`src/source/core_settings.svh`:
```
`ifndef CORE_SETTINGS_SVH
`define CORE_SETTINGS_SVH

// ****************************************
// datapath and storage sizes
// ****************************************

`define CORE_XLEN        32
`define CORE_REG_NUM     32
`define CORE_DMEM_WORDS  64

// ****************************************
// trap handling
// ****************************************

// ecall jumps here since mtvec is not writable in this core
`define CORE_MTVEC       32'h0000_0100

`endif

```
`src/source/core_pkg.sv`:
```
`include "core_settings.svh"

package core_pkg;

    typedef logic [`CORE_XLEN-1:0]             word_t;
    typedef logic [$clog2(`CORE_REG_NUM)-1:0]  reg_idx_t;

    typedef enum logic [2:0] {
        alu_add,
        alu_sub,
        alu_and,
        alu_or,
        alu_xor,
        alu_slt,
        alu_pass_b
    } alu_op_t;

    // encoding matches the older two-bit operand choice
    typedef enum logic [1:0] {
        from_reg      = 2'b00,
        from_ex       = 2'b01,
        from_mem_alu  = 2'b10,
        from_mem_load = 2'b11
    } fwd_sel_t;

    typedef enum logic [3:0] {
        cls_alu,
        cls_load,
        cls_store,
        cls_branch,
        cls_jal,
        cls_jalr,
        cls_ecall,
        cls_mret,
        cls_fence_i,
        cls_none
    } inst_class_t;

endpackage

```
`src/source/pipe_if.sv`:
```


// contents of the EX/MEM register
interface mem_bus_if import core_pkg::*; ();
    logic     valid;
    reg_idx_t rd;
    logic     reg_wen;
    logic     mem_ren;
    logic     mem_wen;
    word_t    alu_result;
    word_t    store_data;

    modport src (output valid, rd, reg_wen, mem_ren, mem_wen, alu_result, store_data);
    modport dst (input  valid, rd, reg_wen, mem_ren, mem_wen, alu_result, store_data);
endinterface

```
`src/source/result_stage.sv`:
```
`timescale 1ns/1ps
`include "core_settings.svh"

module result_stage import core_pkg::*; (
    input  logic     clk,
    input  logic     rst,
    mem_bus_if.dst   mem,
    output word_t    mem_rdata,
    output logic     wb_en,
    output reg_idx_t wb_rd,
    output word_t    wb_data
);

    localparam int addr_w = $clog2(`CORE_DMEM_WORDS);

    word_t             dmem [`CORE_DMEM_WORDS];
    logic [addr_w-1:0] addr;

    // word addressed, byte offset bits dropped
    assign addr      = mem.alu_result[addr_w+1:2];
    assign mem_rdata = dmem[addr];

    always_ff @(posedge clk) begin
        if (rst) begin
            for (int i = 0; i < `CORE_DMEM_WORDS; i++) begin
                dmem[i] <= '0;
            end
        end else if (mem.valid && mem.mem_wen) begin
            dmem[addr] <= mem.store_data;
        end
    end

    // ****************************************
    // writeback
    // ****************************************

    assign wb_en   = mem.valid && mem.reg_wen;
    assign wb_rd   = mem.rd;
    assign wb_data = mem.mem_ren ? mem_rdata : mem.alu_result;

endmodule

```
`src/flat_wrapper.sv`:
```
// flat-port wrapper written by rule: the top's interface ports become plain ports
module result_stage_flat import core_pkg::*;
  (clk, rst, mem_rdata, wb_en, wb_rd, wb_data, mem_valid, mem_rd, mem_reg_wen, mem_mem_ren, mem_mem_wen, mem_alu_result, mem_store_data);
  mem_bus_if mem_i ();
  input  logic clk;
  input  logic rst;
  output word_t mem_rdata;
  output logic wb_en;
  output reg_idx_t wb_rd;
  output word_t wb_data;
  input wire logic [$bits(mem_i.valid)-1:0] mem_valid;
  input wire logic [$bits(mem_i.rd)-1:0] mem_rd;
  input wire logic [$bits(mem_i.reg_wen)-1:0] mem_reg_wen;
  input wire logic [$bits(mem_i.mem_ren)-1:0] mem_mem_ren;
  input wire logic [$bits(mem_i.mem_wen)-1:0] mem_mem_wen;
  input wire logic [$bits(mem_i.alu_result)-1:0] mem_alu_result;
  input wire logic [$bits(mem_i.store_data)-1:0] mem_store_data;
  assign mem_i.valid = mem_valid;
  assign mem_i.rd = mem_rd;
  assign mem_i.reg_wen = mem_reg_wen;
  assign mem_i.mem_ren = mem_mem_ren;
  assign mem_i.mem_wen = mem_mem_wen;
  assign mem_i.alu_result = mem_alu_result;
  assign mem_i.store_data = mem_store_data;
  result_stage u_core (.clk(clk), .rst(rst), .mem(mem_i), .mem_rdata(mem_rdata), .wb_en(wb_en), .wb_rd(wb_rd), .wb_data(wb_data));
endmodule
```
`config.mk`:
```
export PLATFORM = sky130hd
export DESIGN_NAME = result_stage_flat
export DESIGN_NICKNAME = d
export VERILOG_FILES = /design/src/source/core_pkg.sv /design/src/source/pipe_if.sv /design/src/source/result_stage.sv /design/src/flat_wrapper.sv
export VERILOG_INCLUDE_DIRS = /design/src /design/src/source
export SDC_FILE = /design/constraint.sdc
export NUM_CORES = 2
export LEC_CHECK = 0
export BUFFER_PORTS_ARGS = -buffer_cell sky130_fd_sc_hd__buf_4
export CAP_MARGIN = 30
export CORE_UTILIZATION = 50
export DETAILED_ROUTE_END_ITERATION = 6
export HOLD_SLACK_MARGIN = 0.06
export PLACE_DENSITY = 0.63
export SKIP_CTS_REPAIR_TIMING = 1
export SYNTH_ARGS = -nofsm -noshare
export SYNTH_HDL_FRONTEND = slang
export SYNTH_SLANG_ARGS = --single-unit
```
`constraint.sdc`:
```
create_clock -name clk -period 3.44 [get_ports clk]
set_input_delay 0.344 -clock clk [delete_from_list [all_inputs] [get_ports clk]]
set_output_delay 0.344 -clock clk [all_outputs]
set_load 0.005 [all_outputs]
```
==> results.toml <==
[cells_and_area]
regMostFlops = "u_core.dmem"
final_cells = 10570
drive_gt1_share_pct = 27.43
fin_util_pct = 61.74
fin_area_um2 = 115800
reg_top3 = "u_core.dmem: 2048 flops"
num-fill-cells = 14410
syn_to_final_growth_pct = 22.68
largest_reg_flops = 2048
nets = 7956

[routing]
vias = 70620
routedWlPerCell_um = 39.57
ant_nets = 0
first_iter_violations = 12810
firstDrtPassIters = 7
drc_errors = 2
viasPerCell = 6.681
routed_wl_um = 418300

[floorplan]
die_h_um = 436.5
rows = 159
start_util_pct = 50.33
die-width_um = 436.5
core_um2 = 187600
pin_count = 145
die_area_um2 = 190600

[yosys]
synth_compound_area_share_pct = 9.943
synth-xor-area-share_pct = 0
syn_inst = 7143
synth-simple-area-share_pct = 18.27
synth-seq-area-share_pct = 65.14
synthMuxAreaShare_pct = 3.079
synth_top_family_by_area = "simple AND/OR/NAND/NOR gates"
synthArstFlopShare_pct = 0
syn-mean-instance-area_um2 = 13.22
yosys-top-cells-area = "edfxtp_1 65%, and2_1 14%, a22oi_1 2.8%"
synth-adder-area-share_pct = 0
ys_warn_count = 0
synth_top_area_share_pct = 65.14
syn_nets = 7218
yosys_most_used_dff = "edfxtp_1"
synth.largest_area_cell = "edfxtp_1"
synth_edf_count = 2048
synth_seq_cells = 2048
synth_cell_types = 80
synth_area_um2 = 94410

[grt]
grt_pass1_wl_um = 557700
grt_remaining_overflow = 0
antenna_found_initial = 44
grt_pass1_vias = 64820
grt_usage_pct = 42.99
grt_max_degree = 65

[timing]
fin_crit_sh_pct = 121.4
worst_slack_ns = -0.7357
slew-limit-headroom_pct = 18.00
setup_tns_ns = -7.864
fmax_ghz = 0.2395
fin_crit_ns = 4.176
rsz0062_at_grt = "true"
max_slew.worst_pin.slew_ns = 1.230
final_hold_viol_count = 0
setup_viol = 45
maxSlewViolCount = 0

[clock_network]
htree_levels = 4
clk_pin_slew_ns = 0.07
clkSinkCount = 2048
clk_path_buf_depth = 3
root_buffer = "clkbuf_16"
cts_buffers = 213
cts_tree = "yes"

[power]
power.total_w = 0.05830
powerDensity_nw_per_um2 = 503.3
irDropWorstVdd_uv = 517.3
p_leak_nw = 41.79

[placement]
place_congestion = 1.095
port_buffers = 134
dp_hpwl_um = 283800
dp.cells = 10150
postPlaceCellArea_um2 = 106900

[worst_setup_path]
end_kind = "primary output"
cp_max_fo = 2
cp_data_arrival_time_ns = 3.83
path_class = "register to primary output"
required_ns = 3.10
startpoint_type = "register"

[hold_path]
min_path_type = "primary input to register"

[run_status]
status = "complete, but fails checks"
violations = "DRC, setup timing"

[run]
max_cap_violations = 0
[cell usage in the layout (no fill, tap or decap), drive strengths merged, types with 95 or more instances in the layout]
cell type	Yosys	routed
edfxtp	2048	2048
a22oi	349	349
mux2i	101	101
nand3b	95	95
mux2	112	112
o22ai	142	142
buf	290	1315
a221oi	235	235
clkbuf	507	277
and2	2056	2056
a21oi	158	158
nor2	147	147
[where the power goes]
part	switching, W	internal [W]	leakage [nW]
combinational	0.00446	0.00244	19.2
sequential	0.000432	0.0287	19.4
clock	0.0101	0.0122	3.19
total	0.0150	0.0433	41.8
[stage by stage]
step / worst slack, ns / hold WS [ns]
5_1_grt: -0.5967 / 0.08350
2_1_floorplan: 0.6280 / 0.7688
3_5_place_dp: -0.8677 / 0.6880
3_3_place_gp: -0.8256 / 0.6880
4_1_cts: -1.149 / -0.08824
6_report: -0.7357 / 0.07066
[worst max-delay path: stages (launching register included)]
cell,delay [ns]
edfxtp_1,0.38
nand3b_1,0.10
a21oi_1,0.22
a2111oi_2,0.44
nand4_1,0.49
buf_4,0.33
or4_4,0.56
mux2_4,0.29
buf_6,0.11
[final timing paths]
kind	startpoint	endpoint	cells past startpoint
worst max-delay path	u_core.dmem[29][17]$_SDFFCE_PN0P_	wb_data[17]	8
worst min-delay path	mem_store_data[20]	u_core.dmem[44][20]$_SDFFCE_PN0P_	2
[cell usage after synthesis, drive strengths merged (6+ instances only)]
cell type / instances
a21o: 6
nor3b: 7
a21oi: 158
buf: 290
and3: 10
nor2b: 10
o32ai: 9
or3b: 65
nor2: 147
nand4: 9
edfxtp: 2048
nand2b: 24
or2: 68
a221oi: 235
mux2i: 101
o22ai: 142
o22a: 14
nand3: 75
nand2: 84
or4b: 8
a222oi: 6
o2bb2ai: 31
nor3: 61
nand4bb: 6
a221o: 30
mux4: 28
and3b: 7
a22oi: 349
a2111oi: 33
o21ai: 45
clkbuf: 507
nor4: 18
a2111o: 11
a211oi: 9
a31oi: 27
o221ai: 25
or4: 18
mux2: 112
or3: 8
nand4b: 14
nand3b: 95
and2: 2056
a22o: 82
[metal layers]
metal	global-route usage, %	part of all wire, %	up-vias
li1	-	-	28040
met5	0	0.014	-
met4	28.23	7.9	10
met3	12.35	14	1064
met1	57.21	36	35790
met2	61.36	42	5727
[cell type report]
cell class / count / area [um2] / share of cell area [%]
clock buffer: 276 / 5609 / 4.843
multi-input combinational: 4292 / 31730 / 27.40
timing repair buffer: 1320 / 12870 / 11.11
tap: 2495 / 3122 / 2.695
sequential: 2048 / 61500 / 53.10
inverter: 6 / 27.53 / 0.02377
antenna: 25 / 62.56 / 0.05401
clock inverter: 109 / 903.4 / 0.7800
[cell families (layout without fill, tap and decap cells)]
group,after synthesis,after routing
other,0,25
muxes,241,241
AOI/OAI and AO/OA,1252,1252
and+or+nand+nor,2799,2799
buffers and inverters,803,1711
DFF,2048,2048
(Power assumes the default switching activity.)
