$ cat config.mk
export PLATFORM = sky130hd
export DESIGN_NAME = decode_stage_flat
export DESIGN_NICKNAME = d
export VERILOG_FILES = /design/src/source/core_pkg.sv /design/src/source/pipe_if.sv /design/src/source/decode_stage.sv /design/src/flat_wrapper.sv
export VERILOG_INCLUDE_DIRS = /design/src /design/src/source
export SDC_FILE = /design/constraint.sdc
export NUM_CORES = 2
export LEC_CHECK = 0
export BUFFER_PORTS_ARGS = -buffer_cell sky130_fd_sc_hd__buf_2
export CORE_ASPECT_RATIO = 1.5
export CORE_UTILIZATION = 45
export CTS_CLUSTER_SIZE = 40
export DETAILED_ROUTE_END_ITERATION = 8
export PLACE_DENSITY = 0.72
export SLEW_MARGIN = 20
export SYNTH_ARGS = -nofsm -noshare
export SYNTH_HDL_FRONTEND = slang
export SYNTH_SLANG_ARGS = --single-unit
$ cat constraint.sdc
create_clock -name clk -period 8.4 [get_ports clk]
set_input_delay 0.84 -clock clk [delete_from_list [all_inputs] [get_ports clk]]
set_output_delay 0.84 -clock clk [all_outputs]
set_load 0.005 [all_outputs]
$ cat src/source/core_settings.svh
`ifndef CORE_SETTINGS_SVH
`define CORE_SETTINGS_SVH

// ****************************************
// datapath and storage sizes
// ****************************************

`define CORE_XLEN        32
`define CORE_REG_NUM     32
`define CORE_DMEM_WORDS  64

// ****************************************
// trap handling
// ****************************************

// ecall jumps here since mtvec is not writable in this core
`define CORE_MTVEC       32'h0000_0100

`endif

$ cat src/source/core_pkg.sv
`include "core_settings.svh"

package core_pkg;

    typedef logic [`CORE_XLEN-1:0]             word_t;
    typedef logic [$clog2(`CORE_REG_NUM)-1:0]  reg_idx_t;

    typedef enum logic [2:0] {
        alu_add,
        alu_sub,
        alu_and,
        alu_or,
        alu_xor,
        alu_slt,
        alu_pass_b
    } alu_op_t;

    // encoding matches the older two-bit operand choice
    typedef enum logic [1:0] {
        from_reg      = 2'b00,
        from_ex       = 2'b01,
        from_mem_alu  = 2'b10,
        from_mem_load = 2'b11
    } fwd_sel_t;

    typedef enum logic [3:0] {
        cls_alu,
        cls_load,
        cls_store,
        cls_branch,
        cls_jal,
        cls_jalr,
        cls_ecall,
        cls_mret,
        cls_fence_i,
        cls_none
    } inst_class_t;

endpackage

$ cat src/source/pipe_if.sv
`timescale 1ns/1ps

// contents of the ID/EX register
interface ex_bus_if import core_pkg::*; ();
    logic        valid;
    word_t       pc;
    word_t       imm;
    inst_class_t cls;
    alu_op_t     op;
    logic        bne;      // branch when not equal
    reg_idx_t    rs1;
    reg_idx_t    rs2;
    reg_idx_t    rd;
    logic        reg_wen;
    word_t       rs1_val;
    word_t       rs2_val;

    modport src (output valid, pc, imm, cls, op, bne, rs1, rs2, rd, reg_wen, rs1_val, rs2_val);
    modport dst (input  valid, pc, imm, cls, op, bne, rs1, rs2, rd, reg_wen, rs1_val, rs2_val);
endinterface


$ cat src/source/decode_stage.sv
`timescale 1ns/1ps
`include "core_settings.svh"

module decode_stage import core_pkg::*; (
    input  logic     clk,
    input  logic     rst,
    input  logic     inst_valid,
    input  word_t    inst,
    input  word_t    inst_pc,
    input  logic     stall,
    input  logic     flush,
    input  logic     wb_en,
    input  reg_idx_t wb_rd,
    input  word_t    wb_data,
    output logic     id_valid,
    output reg_idx_t id_rs1,
    output reg_idx_t id_rs2,
    ex_bus_if.src    ex
);

    word_t       id_inst;
    word_t       id_pc;
    word_t       rf [`CORE_REG_NUM];
    inst_class_t cls;
    alu_op_t     op;
    word_t       imm;
    logic        use_rs1;
    logic        use_rs2;
    logic        writes_rd;
    reg_idx_t    rd;
    word_t       rs1_val;
    word_t       rs2_val;

    // ****************************************
    // ID register
    // ****************************************

    always_ff @(posedge clk) begin
        if (rst || flush) begin
            id_valid <= 1'b0;
        end else if (!stall) begin
            id_valid <= inst_valid;
        end
    end

    always_ff @(posedge clk) begin
        if (!stall && !flush) begin
            id_inst <= inst;
            id_pc   <= inst_pc;
        end
    end

    // ****************************************
    // decoder
    // ****************************************

    always_comb begin
        cls       = cls_none;
        op        = alu_add;
        imm       = '0;    // R-type keeps a zero immediate, execute relies on it
        use_rs1   = 1'b0;
        use_rs2   = 1'b0;
        writes_rd = 1'b0;
        case (id_inst[6:0])
            7'b0110011: begin
                cls       = cls_alu;
                use_rs1   = 1'b1;
                use_rs2   = 1'b1;
                writes_rd = 1'b1;
                case (id_inst[14:12])
                    3'b000:  op = id_inst[30] ? alu_sub : alu_add;
                    3'b010:  op = alu_slt;
                    3'b100:  op = alu_xor;
                    3'b110:  op = alu_or;
                    3'b111:  op = alu_and;
                    default: begin
                        cls       = cls_none;
                        writes_rd = 1'b0;
                    end
                endcase
            end
            7'b0010011: begin
                if (id_inst[14:12] == 3'b000) begin    // addi only
                    cls       = cls_alu;
                    use_rs1   = 1'b1;
                    writes_rd = 1'b1;
                    imm       = {{20{id_inst[31]}}, id_inst[31:20]};
                end
            end
            7'b0110111: begin
                cls       = cls_alu;
                op        = alu_pass_b;
                writes_rd = 1'b1;
                imm       = {id_inst[31:12], 12'b0};
            end
            7'b0000011: begin
                cls       = cls_load;
                use_rs1   = 1'b1;
                writes_rd = 1'b1;
                imm       = {{20{id_inst[31]}}, id_inst[31:20]};
            end
            7'b0100011: begin
                cls     = cls_store;
                use_rs1 = 1'b1;
                use_rs2 = 1'b1;
                imm     = {{20{id_inst[31]}}, id_inst[31:25], id_inst[11:7]};
            end
            7'b1100011: begin
                cls     = cls_branch;
                use_rs1 = 1'b1;
                use_rs2 = 1'b1;
                imm     = {{19{id_inst[31]}}, id_inst[31], id_inst[7],
                           id_inst[30:25], id_inst[11:8], 1'b0};
            end
            7'b1101111: begin
                cls       = cls_jal;
                writes_rd = 1'b1;
                imm       = {{11{id_inst[31]}}, id_inst[31], id_inst[19:12],
                             id_inst[20], id_inst[30:21], 1'b0};
            end
            7'b1100111: begin
                cls       = cls_jalr;
                use_rs1   = 1'b1;
                writes_rd = 1'b1;
                imm       = {{20{id_inst[31]}}, id_inst[31:20]};
            end
            7'b1110011: begin
                if (id_inst == 32'h0000_0073) cls = cls_ecall;
                if (id_inst == 32'h3020_0073) cls = cls_mret;
            end
            7'b0001111: begin
                if (id_inst[14:12] == 3'b001) cls = cls_fence_i;
            end
            default: cls = cls_none;
        endcase
    end

    // unused source fields read as x0 so they never match a destination
    assign id_rs1 = use_rs1 ? id_inst[19:15] : '0;
    assign id_rs2 = use_rs2 ? id_inst[24:20] : '0;
    assign rd     = writes_rd ? id_inst[11:7] : '0;

    // ****************************************
    // register file
    // ****************************************

    always_ff @(posedge clk) begin
        if (wb_en && wb_rd != '0) begin
            rf[wb_rd] <= wb_data;
        end
    end

    // the MEM write lands at the same edge, so pass it straight through
    always_comb begin
        rs1_val = rf[id_rs1];
        rs2_val = rf[id_rs2];
        if (wb_en && wb_rd == id_rs1) rs1_val = wb_data;
        if (wb_en && wb_rd == id_rs2) rs2_val = wb_data;
        if (id_rs1 == '0) rs1_val = '0;
        if (id_rs2 == '0) rs2_val = '0;
    end

    // ****************************************
    // ID/EX register
    // ****************************************

    always_ff @(posedge clk) begin
        if (rst) begin
            ex.valid <= 1'b0;
        end else begin
            ex.valid <= id_valid && !stall && !flush;    // bubble on stall or flush
        end
    end

    always_ff @(posedge clk) begin
        ex.pc      <= id_pc;
        ex.imm     <= imm;
        ex.cls     <= cls;
        ex.op      <= op;
        ex.bne     <= id_inst[12];
        ex.rs1     <= id_rs1;
        ex.rs2     <= id_rs2;
        ex.rd      <= rd;
        ex.reg_wen <= rd != '0;
        ex.rs1_val <= rs1_val;
        ex.rs2_val <= rs2_val;
    end

endmodule

$ cat src/flat_wrapper.sv
// flat-port wrapper written by rule: the top's interface ports become plain ports
module decode_stage_flat import core_pkg::*;
  (clk, rst, inst_valid, inst, inst_pc, stall, flush, wb_en, wb_rd, wb_data, id_valid, id_rs1, id_rs2, ex_valid, ex_pc, ex_imm, ex_cls, ex_op, ex_bne, ex_rs1, ex_rs2, ex_rd, ex_reg_wen, ex_rs1_val, ex_rs2_val);
  ex_bus_if ex_i ();
  input  logic clk;
  input  logic rst;
  input  logic inst_valid;
  input  word_t inst;
  input  word_t inst_pc;
  input  logic stall;
  input  logic flush;
  input  logic wb_en;
  input  reg_idx_t wb_rd;
  input  word_t wb_data;
  output logic id_valid;
  output reg_idx_t id_rs1;
  output reg_idx_t id_rs2;
  output wire logic [$bits(ex_i.valid)-1:0] ex_valid;
  output wire logic [$bits(ex_i.pc)-1:0] ex_pc;
  output wire logic [$bits(ex_i.imm)-1:0] ex_imm;
  output wire logic [$bits(ex_i.cls)-1:0] ex_cls;
  output wire logic [$bits(ex_i.op)-1:0] ex_op;
  output wire logic [$bits(ex_i.bne)-1:0] ex_bne;
  output wire logic [$bits(ex_i.rs1)-1:0] ex_rs1;
  output wire logic [$bits(ex_i.rs2)-1:0] ex_rs2;
  output wire logic [$bits(ex_i.rd)-1:0] ex_rd;
  output wire logic [$bits(ex_i.reg_wen)-1:0] ex_reg_wen;
  output wire logic [$bits(ex_i.rs1_val)-1:0] ex_rs1_val;
  output wire logic [$bits(ex_i.rs2_val)-1:0] ex_rs2_val;
  assign ex_valid = ex_i.valid;
  assign ex_pc = ex_i.pc;
  assign ex_imm = ex_i.imm;
  assign ex_cls = ex_i.cls;
  assign ex_op = ex_i.op;
  assign ex_bne = ex_i.bne;
  assign ex_rs1 = ex_i.rs1;
  assign ex_rs2 = ex_i.rs2;
  assign ex_rd = ex_i.rd;
  assign ex_reg_wen = ex_i.reg_wen;
  assign ex_rs1_val = ex_i.rs1_val;
  assign ex_rs2_val = ex_i.rs2_val;
  decode_stage u_core (.clk(clk), .rst(rst), .inst_valid(inst_valid), .inst(inst), .inst_pc(inst_pc), .stall(stall), .flush(flush), .wb_en(wb_en), .wb_rd(wb_rd), .wb_data(wb_data), .id_valid(id_valid), .id_rs1(id_rs1), .id_rs2(id_rs2), .ex(ex_i));
endmodule
==> flow_metrics.env <==
export IMPL_status="finished, final reports clean"
export IMPL_grt_start_max_net_pins=143
export IMPL_routed_via_count=43100
export IMPL_clk_path_buf_depth=3
export IMPL_nets=4649
export IMPL_coreArea_sq_um=122000
export IMPL_cp_max_fo=47
export IMPL_vias_per_cell=6.90
export IMPL_worst_setup_path_end_kind="output pin"
export IMPL_yosysUniqueCellTypes=80
export IMPL_whs_path_depth=1
export IMPL_cts_hold_buf=0
export IMPL_place_congestion=0.944
export IMPL_fin_ws_ps=2940
export IMPL_reg2regPathDepth=9
export IMPL_grt_overflow=0
export IMPL_worst_slew_pin_transition_ps=1240
export IMPL_die_h_microns=433
export IMPL_antenna_found_initial=18
export IMPL_async_flop_share_pct=0
export IMPL_placed_area_sq_um=58800
export IMPL_cts_resized=0
export IMPL_fin_crit_sh_pct=65.0
export IMPL_max_freq_mhz=183
export IMPL_avgSynthCellArea_sq_um=12.7
export IMPL_area_growth_synth_to_final_pct=12.7
export IMPL_finClkSkew_ps=49.5
export IMPL_cts_tree="built"
export IMPL_stdcell_count=6248
export IMPL_crit_arrival_ps=4620
export IMPL_dpl_cell_count=6015
export IMPL_min_to="u_core.id_inst[19]"
export IMPL_cts_buffers=115
export IMPL_grt_first_pass_wirelength_microns=289000
export IMPL_post_cts_buffers=0
export IMPL_min_period_ps=5460
export IMPL_start_kind="flip-flop"
export IMPL_path_delay_family="buffers and inverters"
export IMPL_clock_latency_ps=780
export IMPL_yosysSeqAreaShare_pct=64.3
export IMPL_cts_sinks=1242
export IMPL_syn_cell_area_sq_um=55600
export IMPL_crit_chain="and4bb_1, nand4_4, clkinv_2, buf_4, buf_2"
export IMPL_synthFlopType="edfxtp_1"
export IMPL_ir_drop_v=0.000180
export IMPL_slew_headroom_pct=17.3
export IMPL_grt_pass1_vias=41700
export IMPL_io_buffers=270
export IMPL_track_usage_pct=32.5
export IMPL_cts_clk_slew_worst_paths_ps=60
export IMPL_holdWs_ps=237
export IMPL_wl_microns=206000
export IMPL_ant_nets=0
export IMPL_design_area_sq_um=62700
export IMPL_hold_path_class="in2reg"
export IMPL_ioPinCount=271
export IMPL_leakagePower_nw=21.3
export IMPL_htreeDepth=3
export IMPL_rsz0062_at_grt="no"
export IMPL_cp_slowest_cell="and4bb_1"
export IMPL_synth_edff_count=1088
export IMPL_drtIter0Drc=6557
export IMPL_hold_viol_final=0
export IMPL_cts_root_buf="clkbuf_16"
export IMPL_r2r_slack_ps=3250
export IMPL_start_util_pct=45.5
export IMPL_dieArea_sq_um=125000
export IMPL_synth_warnings=0
export IMPL_synth_seq_cells=1242
export IMPL_critPathKind="reg2out"
export IMPL_drv_slew=0
export IMPL_powerDensity_nw_per_um2=209
export IMPL_setup_viol=0
export IMPL_drt_wirelength_per_cell_microns=33.0
export IMPL_rows=157
export IMPL_drtPass1Iterations=9
export IMPL_worstPathBufferInverterCount=3
export IMPL_cap_violations=0
export IMPL_post_dp_hpwl_microns=117000
export IMPL_drive_above_1_share_pct=16.7
export IMPL_critical_path_required_ps=7560
export IMPL_drc=0
export IMPL_slowest_delay_ps=790
export IMPL_syn_inst=4372
export IMPL_min_from="inst[19]"
export IMPL_place_ws_ps=3490
export IMPL_die_x_microns=289
export IMPL_crit_reg2reg_launch="u_core.id_inst[3]"
export IMPL_worstReg2RegEnd="u_core.ex.rs2_val[8]"
export IMPL_tns_ps=0
[cells in the mapped netlist (9+ instances only)]
library cell	count	area, sq um
nor2b_1	80	500
buf_1	28	105
a32o_1	10	100
o211ai_1	48	360
nand2b_1	12	75.1
nor2_1	234	878
a41oi_1	21	184
a211oi_1	125	938
nand3b_1	9	67.6
a311oi_1	55	482
o221ai_1	94	823
nor4_1	64	400
inv_1	33	124
buf_2	105	526
mux4_2	45	1010
nand2_1	541	2030
dfxtp_1	154	3080
mux2_2	93	1050
o21ai_0	191	956
a31oi_1	74	463
mux2i_1	317	3170
a221oi_1	41	359
o31ai_1	37	278
nand3_1	88	440
or3_1	17	106
a222oi_1	12	120
a21o_1	33	248
buf_4	11	82.6
clkbuf_1	212	796
a22o_1	33	289
o22ai_1	136	851
nand4_1	19	119
edfxtp_1	1088	32700
nor3_1	19	95.1
a21oi_1	196	981
[worst register-to-register path, delay by kind of cell, from the launching register on]
kind                   cells  cell delay [ps]
buffers and inverters      2             1300
XOR/XNOR                   1              220
AO/OA/AOI/OAI              3             1040
flip-flops                 1              500
AND/OR/NAND/NOR            3             1980
[layout make-up]
type / count / area (sq um)
clock inverter: 51 / 507
antenna: 15 / 37.5
tap: 1590 / 1990
timing repair buffer: 383 / 2240
fill: 10100 / 59700
sequential: 1242 / 35800
multi-input combinational: 2762 / 18700
inverter: 38 / 155
clock buffer: 167 / 3280
[per-stage QoR]
| stage | power, mW | utilization, % |
|---|---|---|
| 6_report | 13.1 | 51.2 |
| 5_1_grt | 13.4 | 51.2 |
| 4_1_cts | 13.1 | 51.2 |
| 3_5_place_dp | 7.91 | 48.1 |
| 3_3_place_gp | 7.89 | 48.1 |
| 2_1_floorplan | 7.50 | - |
[layer usage]
metal	global-route usage, %	wire length, microns	share of wire (%)
met2	50.0	92100	45
met4	26.3	20100	9.8
met1	37.6	65700	32
met5	0	88	0.043
met3	9.24	28200	14
[flip-flops by register name, summed over array words and instances (netlist names)]
register	count
u_core.ex.rs2	5
u_core.ex.rs1_val	32
u_core.ex.bne	1
u_core.ex.cls	4
u_core.ex.rd	5
u_core.rf	1024
u_core.ex.reg_wen	1
u_core.id_inst	32
u_core.ex.rs1	5
u_core.id_pc	32
u_core.ex.imm	32
u_core.ex.rs2_val	32
u_core.ex.valid	1
u_core.ex.op	3
u_core.ex.pc	32
u_core.id_valid	1
[cell usage in the layout (no fill, tap or decap), types with 35 or more instances in the layout]
cell and instances:
o22ai_1 136, nor2_1 198, mux4_2 45, buf_2 270, nor2_4 35, buf_4 110
o211ai_1 48, o221ai_1 94, a31oi_1 74, clkbuf_16 120, mux2_2 93, o21ai_0 191
a311oi_1 55, dfxtp_1 154, clkbuf_1 37, a21oi_1 194, mux2i_1 317, edfxtp_1 1088
a211oi_1 125, nand3_1 84, a221oi_1 41, nor2b_1 78, nand2_1 539, nor4_1 63
o31ai_1 37
[power by group]
group / switching [mW] / total [mW] / internal, mW
clock: 2.40 / 5.29 / 2.89
combinational: 0.629 / 0.909 / 0.281
sequential: 0.0782 / 6.91 / 6.83
[worst max path at each step]
stage                 startpoint                   end  cells after the start
3_5_place_dp   u_core.id_inst[3]  u_core.ex.rs2_val[8]                      9
3_3_place_gp   u_core.id_inst[3]  u_core.ex.rs2_val[7]                      9
2_1_floorplan              flush     u_core.id_inst[0]                      1
5_1_grt        u_core.id_inst[3]             id_rs2[1]                      5
6_report       u_core.id_inst[3]             id_rs2[1]                      5
4_1_cts        u_core.id_inst[3]             id_rs2[1]                      5
[logic make-up (layout without fill, tap and decap cells)]
| kind of cell | Yosys count | after routing | share of synthesized area (%) |
|---|---|---|---|
| flops | 1242 | 1242 | 64.3 |
| compound gates | 1149 | 1149 | 14.1 |
| simple gates | 1120 | 1120 | 9.07 |
| mux | 455 | 455 | 9.41 |
| buf+inv | 399 | 639 | 3.06 |
| xor+xnor | 6 | 6 | 0.0945 |
| other cells | 1 | 47 | 0.00674 |
Power figures use the tool's default switching activity.
